[config.mk]
export PLATFORM = sky130hd
export DESIGN_NAME = eth_frame_tx
export DESIGN_NICKNAME = d
export VERILOG_FILES = /design/src/rtl/net_frame_pkg.sv /design/src/rtl/net_ctrl_pkg.sv /design/src/rtl/eth_frame_tx.sv
export VERILOG_INCLUDE_DIRS = /design/src /design/src/rtl
export SDC_FILE = /design/constraint.sdc
export NUM_CORES = 1
export LEC_CHECK = 0
export ABC_AREA = 1
export BUFFER_PORTS_ARGS = -buffer_cell sky130_fd_sc_hd__buf_2
export CAP_MARGIN = 10
export CORE_ASPECT_RATIO = 0.9
export CORE_MARGIN = 3
export CORE_UTILIZATION = 57
export DETAILED_ROUTE_END_ITERATION = 12
export PLACE_DENSITY = 0.9
export SYNTH_ARGS = -nofsm -noshare
export SYNTH_HDL_FRONTEND = slang
export SYNTH_SLANG_ARGS = --single-unit
[constraint.sdc]
create_clock -name tx_clock -period 3 [get_ports tx_clock]
set_input_delay 0.3 -clock tx_clock [delete_from_list [all_inputs] [get_ports tx_clock]]
set_output_delay 0.3 -clock tx_clock [all_outputs]
set_load 0.02 [all_outputs]
[src/rtl/net_tx_params.svh]
`ifndef NET_TX_PARAMS_SVH
`define NET_TX_PARAMS_SVH

// ----------------------------------------
// payload and buffering
// ----------------------------------------
`define NET_MAX_PAYLOAD   1472   // largest udp payload, fits one frame
`define NET_FIFO_DEPTH    2048   // payload buffer bytes, power of two
`define NET_DESC_DEPTH    4      // packets queued, power of two

// ----------------------------------------
// header values
// ----------------------------------------
`define NET_LOCAL_PORT    16'd1024   // udp source port
`define NET_IP_TTL        8'd128

// ----------------------------------------
// frame timing
// ----------------------------------------
`define NET_PREAMBLE_LEN  7      // 55h bytes before sfd
`define NET_MIN_DATA      46     // ethernet data minimum, padded up to this
`define NET_IFG_CYCLES    12     // idle cycles between frames

`endif

[src/rtl/net_frame_pkg.sv]
`default_nettype none

// wire-format types, shared by every stage of the transmit path
package net_frame_pkg;

  typedef logic [7:0]  byte_t;      // one octet on the phy
  typedef logic [47:0] mac_addr_t;
  typedef logic [31:0] ip_addr_t;
  typedef logic [15:0] udp_port_t;
  typedef logic [15:0] len_t;       // byte counts
  typedef logic [15:0] csum_t;      // ones-complement sum
  typedef logic [31:0] crc_t;       // fcs, reflected form
  typedef logic [15:0] ip_id_t;     // ipv4 identification

  // ----------------------------------------
  // destination of one packet
  // ----------------------------------------
  typedef struct packed {
    mac_addr_t mac;
    ip_addr_t  ip;
    udp_port_t port;
  } dest_t;                         // 96 bits

endpackage

`default_nettype wire

[src/rtl/net_ctrl_pkg.sv]
`default_nettype none

// internal handshake payloads and state encodings
package net_ctrl_pkg;

  import net_frame_pkg::*;

  // one byte of the ip/udp stream into the framer
  typedef struct packed {
    byte_t data;
    logic  last;      // final payload byte
  } beat_t;

  // queued packet, pushed once its payload is fully buffered
  typedef struct packed {
    len_t  len;       // payload bytes
    dest_t dest;      // held destination at the last byte
  } desc_t;

  // ----------------------------------------
  // fsm encodings
  // ----------------------------------------
  typedef enum logic [2:0] {
    FR_IDLE,
    FR_PREAMBLE,
    FR_SFD,
    FR_MAC_HDR,
    FR_DATA,
    FR_PAD,
    FR_FCS,
    FR_GAP
  } frame_state_t;

  typedef enum logic [1:0] {
    HG_IDLE,
    HG_SUM,         // header checksum, one word per cycle
    HG_HEADER,
    HG_PAYLOAD
  } hdr_state_t;

endpackage

`default_nettype wire

[src/rtl/eth_frame_tx.sv]
`timescale 1ns/1ps
`default_nettype none
`include "net_tx_params.svh"

module eth_frame_tx
  import net_frame_pkg::*;
  import net_ctrl_pkg::*;
(
  input  wire            tx_clock,
  input  wire            rst_n,
  input  wire mac_addr_t local_mac,
  input  wire beat_t     hdr,
  input  wire            hdr_valid,
  output logic           hdr_ready,
  input  wire mac_addr_t frame_dest_mac,
  output byte_t          phy_tx_data,
  output logic           phy_tx_valid
);

  localparam crc_t        CRC_POLY    = 32'hEDB8_8320;   // reflected 802.3
  localparam byte_t       PRE_BYTE    = 8'h55;
  localparam byte_t       SFD_BYTE    = 8'hD5;
  localparam logic [15:0] ETH_TYPE_IP = 16'h0800;

  frame_state_t  state;
  len_t          cnt;        // byte index in current section
  len_t          data_cnt;   // data bytes so far, pad included
  beat_t         beat_q;     // beat on the wire this cycle
  crc_t          crc;
  byte_t         tx_byte;
  logic          tx_on;
  logic          crc_en;
  logic [111:0]  mac_hdr;

  // one byte through the reflected crc, lsb first
  function automatic crc_t crc_next(crc_t c, byte_t d);
    crc_t r;
    r = c ^ {24'h0, d};
    for (int i = 0; i < 8; i++) begin
      r = r[0] ? ((r >> 1) ^ CRC_POLY) : (r >> 1);
    end
    return r;
  endfunction

  assign mac_hdr = {frame_dest_mac, local_mac, ETH_TYPE_IP};

  // ----------------------------------------
  // byte select
  // ----------------------------------------
  always_comb begin
    tx_byte = '0;
    tx_on   = 1'b1;
    case (state)
      FR_PREAMBLE: tx_byte = PRE_BYTE;
      FR_SFD:      tx_byte = SFD_BYTE;
      FR_MAC_HDR:  tx_byte = mac_hdr[8*(13-cnt[3:0]) +: 8];
      FR_DATA:     tx_byte = beat_q.data;
      FR_PAD:      tx_byte = '0;
      FR_FCS:      tx_byte = ~crc[8*cnt[1:0] +: 8];   // complemented, low byte first
      default:     tx_on   = 1'b0;                    // idle or gap
    endcase
  end

  // first beat is taken in the last mac header cycle
  assign hdr_ready = ((state == FR_MAC_HDR) && (cnt == len_t'(13))) ||
                     ((state == FR_DATA) && !beat_q.last);
  assign crc_en    = (state == FR_MAC_HDR) || (state == FR_DATA) || (state == FR_PAD);

  // phy outputs and beat register
  always_ff @(posedge tx_clock) begin
    phy_tx_data <= tx_byte;
    if (hdr_valid && hdr_ready) begin
      beat_q <= hdr;
    end
  end

  // ----------------------------------------
  // fsm
  // ----------------------------------------
  always_ff @(posedge tx_clock) begin
    if (!rst_n) begin
      state        <= FR_IDLE;
      cnt          <= '0;
      data_cnt     <= '0;
      crc          <= '1;
      phy_tx_valid <= 1'b0;
    end else begin
      phy_tx_valid <= tx_on;
      if (crc_en) begin
        crc <= crc_next(crc, tx_byte);
      end
      case (state)
        FR_IDLE: if (hdr_valid) begin   // header stream ready
          state <= FR_PREAMBLE;
          cnt   <= '0;
        end
        FR_PREAMBLE: begin
          if (cnt == `NET_PREAMBLE_LEN - 1) begin
            state <= FR_SFD;
          end else begin
            cnt <= cnt + len_t'(1);
          end
        end
        FR_SFD: begin
          state <= FR_MAC_HDR;
          cnt   <= '0;
          crc   <= '1;                  // crc starts at the dest mac
        end
        FR_MAC_HDR: begin
          if (cnt == len_t'(13)) begin
            state    <= FR_DATA;
            data_cnt <= '0;
          end else begin
            cnt <= cnt + len_t'(1);
          end
        end
        FR_DATA: begin
          data_cnt <= data_cnt + len_t'(1);
          if (beat_q.last) begin
            cnt   <= '0;
            state <= (data_cnt < `NET_MIN_DATA - 1) ? FR_PAD : FR_FCS;
          end
        end
        FR_PAD: begin
          data_cnt <= data_cnt + len_t'(1);
          if (data_cnt == `NET_MIN_DATA - 1) begin
            state <= FR_FCS;
          end
        end
        FR_FCS: begin
          cnt <= cnt + len_t'(1);
          if (cnt == len_t'(3)) begin
            state <= FR_GAP;
            cnt   <= '0;
          end
        end
        FR_GAP: begin   // idle one cycle more in FR_IDLE
          cnt <= cnt + len_t'(1);
          if (cnt == `NET_IFG_CYCLES - 1) begin
            state <= FR_IDLE;
          end
        end
        default: state <= FR_IDLE;
      endcase
    end
  end

endmodule

`default_nettype wire

# Word-level counts from Yosys, hierarchy flattened
# Cells that the tools add are included.
# word_totals
ff_bits	85
output_inout_bits	10
# op_classes
n_addsub	3
order_cmp	1
n_eq_ne	21
n_shift	2
muxes	27
n_bitwise	11
reduce_logical	16
# ops
cell	count
32-bit two-way mux	8
13-bit inverter with 14-bit output	8
16-bit one-hot mux with 7 select lines	1
112-bit by 33-bit indexed part select with 8-bit output	1
16-bit two-way mux	6
8-bit one-hot mux with 5 select lines	1
16-bit by 1-bit adder with 16-bit output, second input constant	2
16-bit by 4-bit equality test with 1-bit output, second input constant	2
16-bit one-hot mux with 2 select lines	1
32-bit by 6-bit indexed part select with 8-bit output	1
32-bit by 8-bit XOR with 32-bit output	1
3-bit one-hot mux with 8 select lines	1
3-bit two-way mux	7
16-bit by 2-bit equality test with 1-bit output, second input constant	1
16-bit by 3-bit equality test with 1-bit output, second input constant	1
16-bit by 6-bit equality test with 1-bit output, second input constant	1
16-bit by 6-bit < comparator with 1-bit output, second input constant	1
2-bit != test, second input constant	8
3-bit equality test, second input constant	4
8-bit inverter	1
7-bit AND reduction	1
7-bit nonzero test	1
3-bit by 2-bit equality test with 1-bit output, second input constant	2
6-bit OR reduction	1
14 further kinds	19

# Logic depth before layout (Yosys ltp)
# logic_depth
ltp_word	20
mapped_depth	22

# Least setup slack after synthesis
# No wires, ideal clock.
# synth_path
kind	register to register
from	register cnt[2]
to	register crc[23]
setup_time_ns	0.117
arrival_ns	2.192
required_ns	2.883
slack_ns	0.691
stages_incl_launch_ff	18
path_cell_list	dfxtp_1 > ha_1 > nand2_1 > inv_1 > nand3_1 > nand2_1 > a21oi_1 > nand3_1 > nand2_1 > nand2_1 > nand2_4 > nand2_1 > nand2_2 > nand2_1 > nand2_1 > nor2_2 > a21oi_1 > nand2_1
# synth_lines
element	line_no	rtl
start: declaration	eth_frame_tx.sv:26	len_t cnt;
start signal: assignment	eth_frame_tx.sv:101	cnt <= cnt + len_t'(1);
start signal: assignment	eth_frame_tx.sv:114	cnt <= cnt + len_t'(1);
start signal: assignment	eth_frame_tx.sv:131	cnt <= cnt + len_t'(1);
4-bit by 4-bit subtractor with 5-bit output (*)	eth_frame_tx.sv:56	FR_MAC_HDR: tx_byte = mac_hdr[8*(13-cnt[3:0]) +: 8];
112-bit by 33-bit indexed part select with 8-bit output (*)	eth_frame_tx.sv:56	
8-bit one-hot mux with 5 select lines (*)	eth_frame_tx.sv:53	case (state)
named net tx_byte[1]	eth_frame_tx.sv:30	byte_t tx_byte;
32-bit by 8-bit XOR with 32-bit output (*)	eth_frame_tx.sv:38	r = c ^ {24'h0, d};
32-bit two-way mux (*) (3 in series)	eth_frame_tx.sv:40	r = r[0] ? ((r >> 1) ^ CRC_POLY) : (r >> 1);
13-bit inverter with 14-bit output (no source line)	n/a	
32-bit two-way mux (*)	eth_frame_tx.sv:40	
13-bit inverter with 14-bit output (no source line)	n/a	
32-bit two-way mux (*) (2 in series)	eth_frame_tx.sv:40	
13-bit inverter with 14-bit output (no source line)	n/a	
32-bit two-way mux (*)	eth_frame_tx.sv:40	
13-bit inverter with 14-bit output (no source line)	n/a	
32-bit two-way mux (*)	eth_frame_tx.sv:40	
end signal: assignment	eth_frame_tx.sv:90	crc <= crc_next(crc, tx_byte);
end: declaration	eth_frame_tx.sv:29	crc_t crc;
# Mark *: on every way through the listed nets, which the timed path passes. The rest lies on a longest branch.
# A chain may end at the register's enable or synchronous reset.

# Final worst setup path
# layout_path
from	register cnt[2]
to	register crc[26]
# layout_lines
element	line_no
4-bit by 4-bit subtractor with 5-bit output (*)	eth_frame_tx.sv:56
112-bit by 33-bit indexed part select with 8-bit output (*)	eth_frame_tx.sv:56
8-bit one-hot mux with 5 select lines (*)	eth_frame_tx.sv:53
named net tx_byte[3]	eth_frame_tx.sv:30
32-bit by 8-bit XOR with 32-bit output (*)	eth_frame_tx.sv:38
32-bit two-way mux (*) (4 in series)	eth_frame_tx.sv:40
13-bit inverter with 14-bit output (no source line)	n/a
32-bit two-way mux (*) (2 in series)	eth_frame_tx.sv:40
13-bit inverter with 14-bit output (no source line)	n/a
32-bit two-way mux (*)	eth_frame_tx.sv:40
13-bit inverter with 14-bit output (no source line)	n/a
32-bit two-way mux (*)	eth_frame_tx.sv:40
# Marks and branches as above.

==> flow_summary_export.csv <==
group,metric,value,unit
layout,mostFrequentLayoutCells,"nand2_1 (307), buf_2 (117), nand3_1 (105)",
setup_path,cp_max_fo,9,
logic_synthesis,synth-edff-count,9,
route,viasPerCell,5.67,
setup_path,endpoint_kind,"flop",
logic_synthesis,synthArstFlopShare,0,%
logic_synthesis,synth_fp_nets,1113,
logic_synthesis,synth_top_area_share,24.9,%
route,dr_wl_met2,8.56,mm
route,drtIter0Drc,799,
global_route,grt_pass1_vias,6516,
global_route,grt.total_usage,31.1,%
run_status,status,"finished, final reports clean",
worst_hold_path,hold_path_class,"input pin to flop",
route,dr.max_layer_used,"met4",
layout,mostFrequentLayoutCell,"nand2_1",
sta,slew_violations,0,
logic_synthesis,synthCells,997,
floorplan,die_x,115,µm
logic_synthesis,synthDistinctLibCells,43,
floorplan,start_util,59.2,%
clocking,clk_latency,0.34,ns
sta,finalClockSkew,0.00663,ns
route,firstDrtPassIters,6,
clocking,cts-buffers-inserted,9,
logic_synthesis,synth.yosys.warnings,0,
place,port_buffers,117,
route,postRouteAntennaNets,0,
floorplan,design.die.area,0.0120,mm²
route,drc,0,
setup_path,criticalPathCategory,"flop to flop",
global_route,grt_max_degree,42,
place,dp.cells,1228,
power,power_density,935,mW/mm²
place,pre_cts_slack,0.131,ns
sta,setup_tns,0,ns
layout,multi_input_area,0.00368,mm²
setup_path,required,3.23,ns
power,leakage,3.55,nW
logic_synthesis,synth_area,0.00611,mm²
clocking,clkTransAtPathRegs,0.07,ns
place,place_congestion,0.998,
global_route,grt_first_pass_wirelength,30.5,mm
logic_synthesis,postSynthAreaPerCell,6.13,µm²
place,post-dp-hpwl,14.2,mm
floorplan,rows,35,
setup_path,cp.arrival,3.01,ns
route,drt_wl_total,18.9,mm
power,vdd_drop_max,419,µV
setup_path,cp-start-kind,"flop",
flow_run,drv_cap,0,
layout,finalNonFillerCells,1249,
floorplan,ios,118,
logic_synthesis,yosys.area.top_type,"dfxtp_1",
layout,fillCellCount,903,
logic_synthesis,synth_area_leaders,"dfxtp_1 (25%), nand2_1 (19%), nand3_1 (8.6%)",
sta,rsz0062_at_grt,"no",
global_route,grt_antenna_before_repair,0,
clocking,cts_sinks,85,
layout,drive_above_1_share,18.5,%
route,met1Wirelength,7.59,mm
layout,seq_area,0.00179,mm²
clocking,cts_tree,"built",
logic_synthesis,synthFlopType,"dfxtp_1",
sta,finalCritPeriodShare,92.6,%
layout,area_growth,17.3,%
route,vias,7081,
sta,fin_crit,2.78,ns
sta,whs,0.128,ns
clocking,hold_buffers,0,
global_route,grt-ovfl-total,0,
sta,fmax,360,MHz
sta,setup_viol,0,
sta,slew-limit-headroom,66.6,%
sta,worst_slew_pin_slew,0.499,ns
layout,antenna_cells,0,
logic_synthesis,ys_ff_latch,85,
route,route.met3.wl,2.17,mm
clocking,cts_root_buf,"clkbuf_16",
clocking,htreeDepth,3,
sta,setup_slack,0.222,ns
layout,fin_nets,1231,
sta,finalHoldViolCount,0,
floorplan,coreArea,0.0103,mm²
clocking,clock_path_buffers,2,
logic_synthesis,ys_seq_area_share,29.3,%
route,avgRoutedWirePerCell,15.1,µm
floorplan,die_y,104,µm
[path summary, 6_finish.rpt]
check                                                from                        end  slack (ns)  cells after the start
worst max register to register        cnt[2]$_SDFFE_PN0P_       crc[26]$_SDFFE_PP1P_        0.22                     16
worst min-delay path                               hdr[4]        beat_q[4]$_DFFE_PP_        0.13                      1
worst min register to register  data_cnt[13]$_SDFFE_PN0P_  data_cnt[13]$_SDFFE_PN0P_        0.47                      1
worst max-delay path                  cnt[2]$_SDFFE_PN0P_       crc[26]$_SDFFE_PP1P_        0.22                     16
[where the power goes]
part	total, mW	internal, mW	switching, mW
Sequential	1.46	1.33	0.134
Combinational	4.17	1.35	2.82
Clock	1.08	0.571	0.505
[area by class of cell]
type / count / area share [%]
inverters: 120 / 6.28
clock inverters: 6 / 0.663
multi-input cells: 755 / 51.3
well taps: 129 / 2.25
repair buffers: 144 / 11.3
flip-flops and latches: 85 / 25.0
clock buffers: 10 / 3.19
[cells in the mapped netlist, drive strengths merged, types with 9 or more instances]
cell type and number:
nand2 319, inv 120, nand3 105, nor2 80, dfxtp 76, a21oi 63, o21ai 63, nor3 26
buf 23, xor2 19, clkbuf 14, o211ai 14, nand4 11, edfxtp 9
[routing by layer]
layer | global-route usage [%] | up-vias
met5 | 0 | -
met4 | 10.1 | 0
met3 | 7.27 | 53
met2 | 50.2 | 400
met1 | 40.9 | 3135
li1 | - | 3493
[through the flow]
stage	power, mW	util [%]	cell area [µm²]
6_report	6.70	69.4	7170
5_1_grt	7.26	69.4	7170
3_5_place_dp	5.40	66.3	6850
3_3_place_gp	5.36	66.3	6850
2_1_floorplan	4.50	-	6110
4_1_cts	6.48	69.0	7130
[state kept, by name, summed over array words and instances (netlist names)]
signal / cells
data_cnt: 16
phy_tx_valid: 1
crc: 32
phy_tx_data: 8
cnt: 16
state: 3
beat_q: 9
[worst max-delay path, cell delays in order (launching register included)]
cell and delay [ns]:
dfxtp_2 0.41, ha_2 0.34, buf_4 0.19, nor2_1 0.15, o211ai_1 0.13, nand4_1 0.10, nand3_1 0.13, nand2_1 0.11
nand2_1 0.05, nand2_1 0.21, inv_2 0.12, nand2_1 0.07, nand2_1 0.16, nand2_1 0.10, nand2_1 0.13, o21ai_1 0.20
nand2_1 0.07
[logic make-up (layout without fill, tap and decap cells)]
| kind of cell | after synthesis | in the layout | share of synthesized area (%) |
|---|---|---|---|
| and+or+nand+nor | 557 | 557 | 39.4 |
| buffers and inverters | 157 | 280 | 10.6 |
| DFF | 85 | 85 | 29.3 |
| xor gates and xnor gates | 24 | 24 | 3.68 |
| AOI/OAI and AO/OA | 166 | 166 | 15.3 |
| adders and majority gates | 8 | 8 | 1.64 |
[what timing repair did]
action | 4_1_cts | 5_1_grt
endpoints found under the hold margin | 0 | 0
buffers inserted | 0 | 5
resized for setup | 0 | 4
endpoints found under the setup margin | 0 | 18
(Power assumes the default switching activity.)
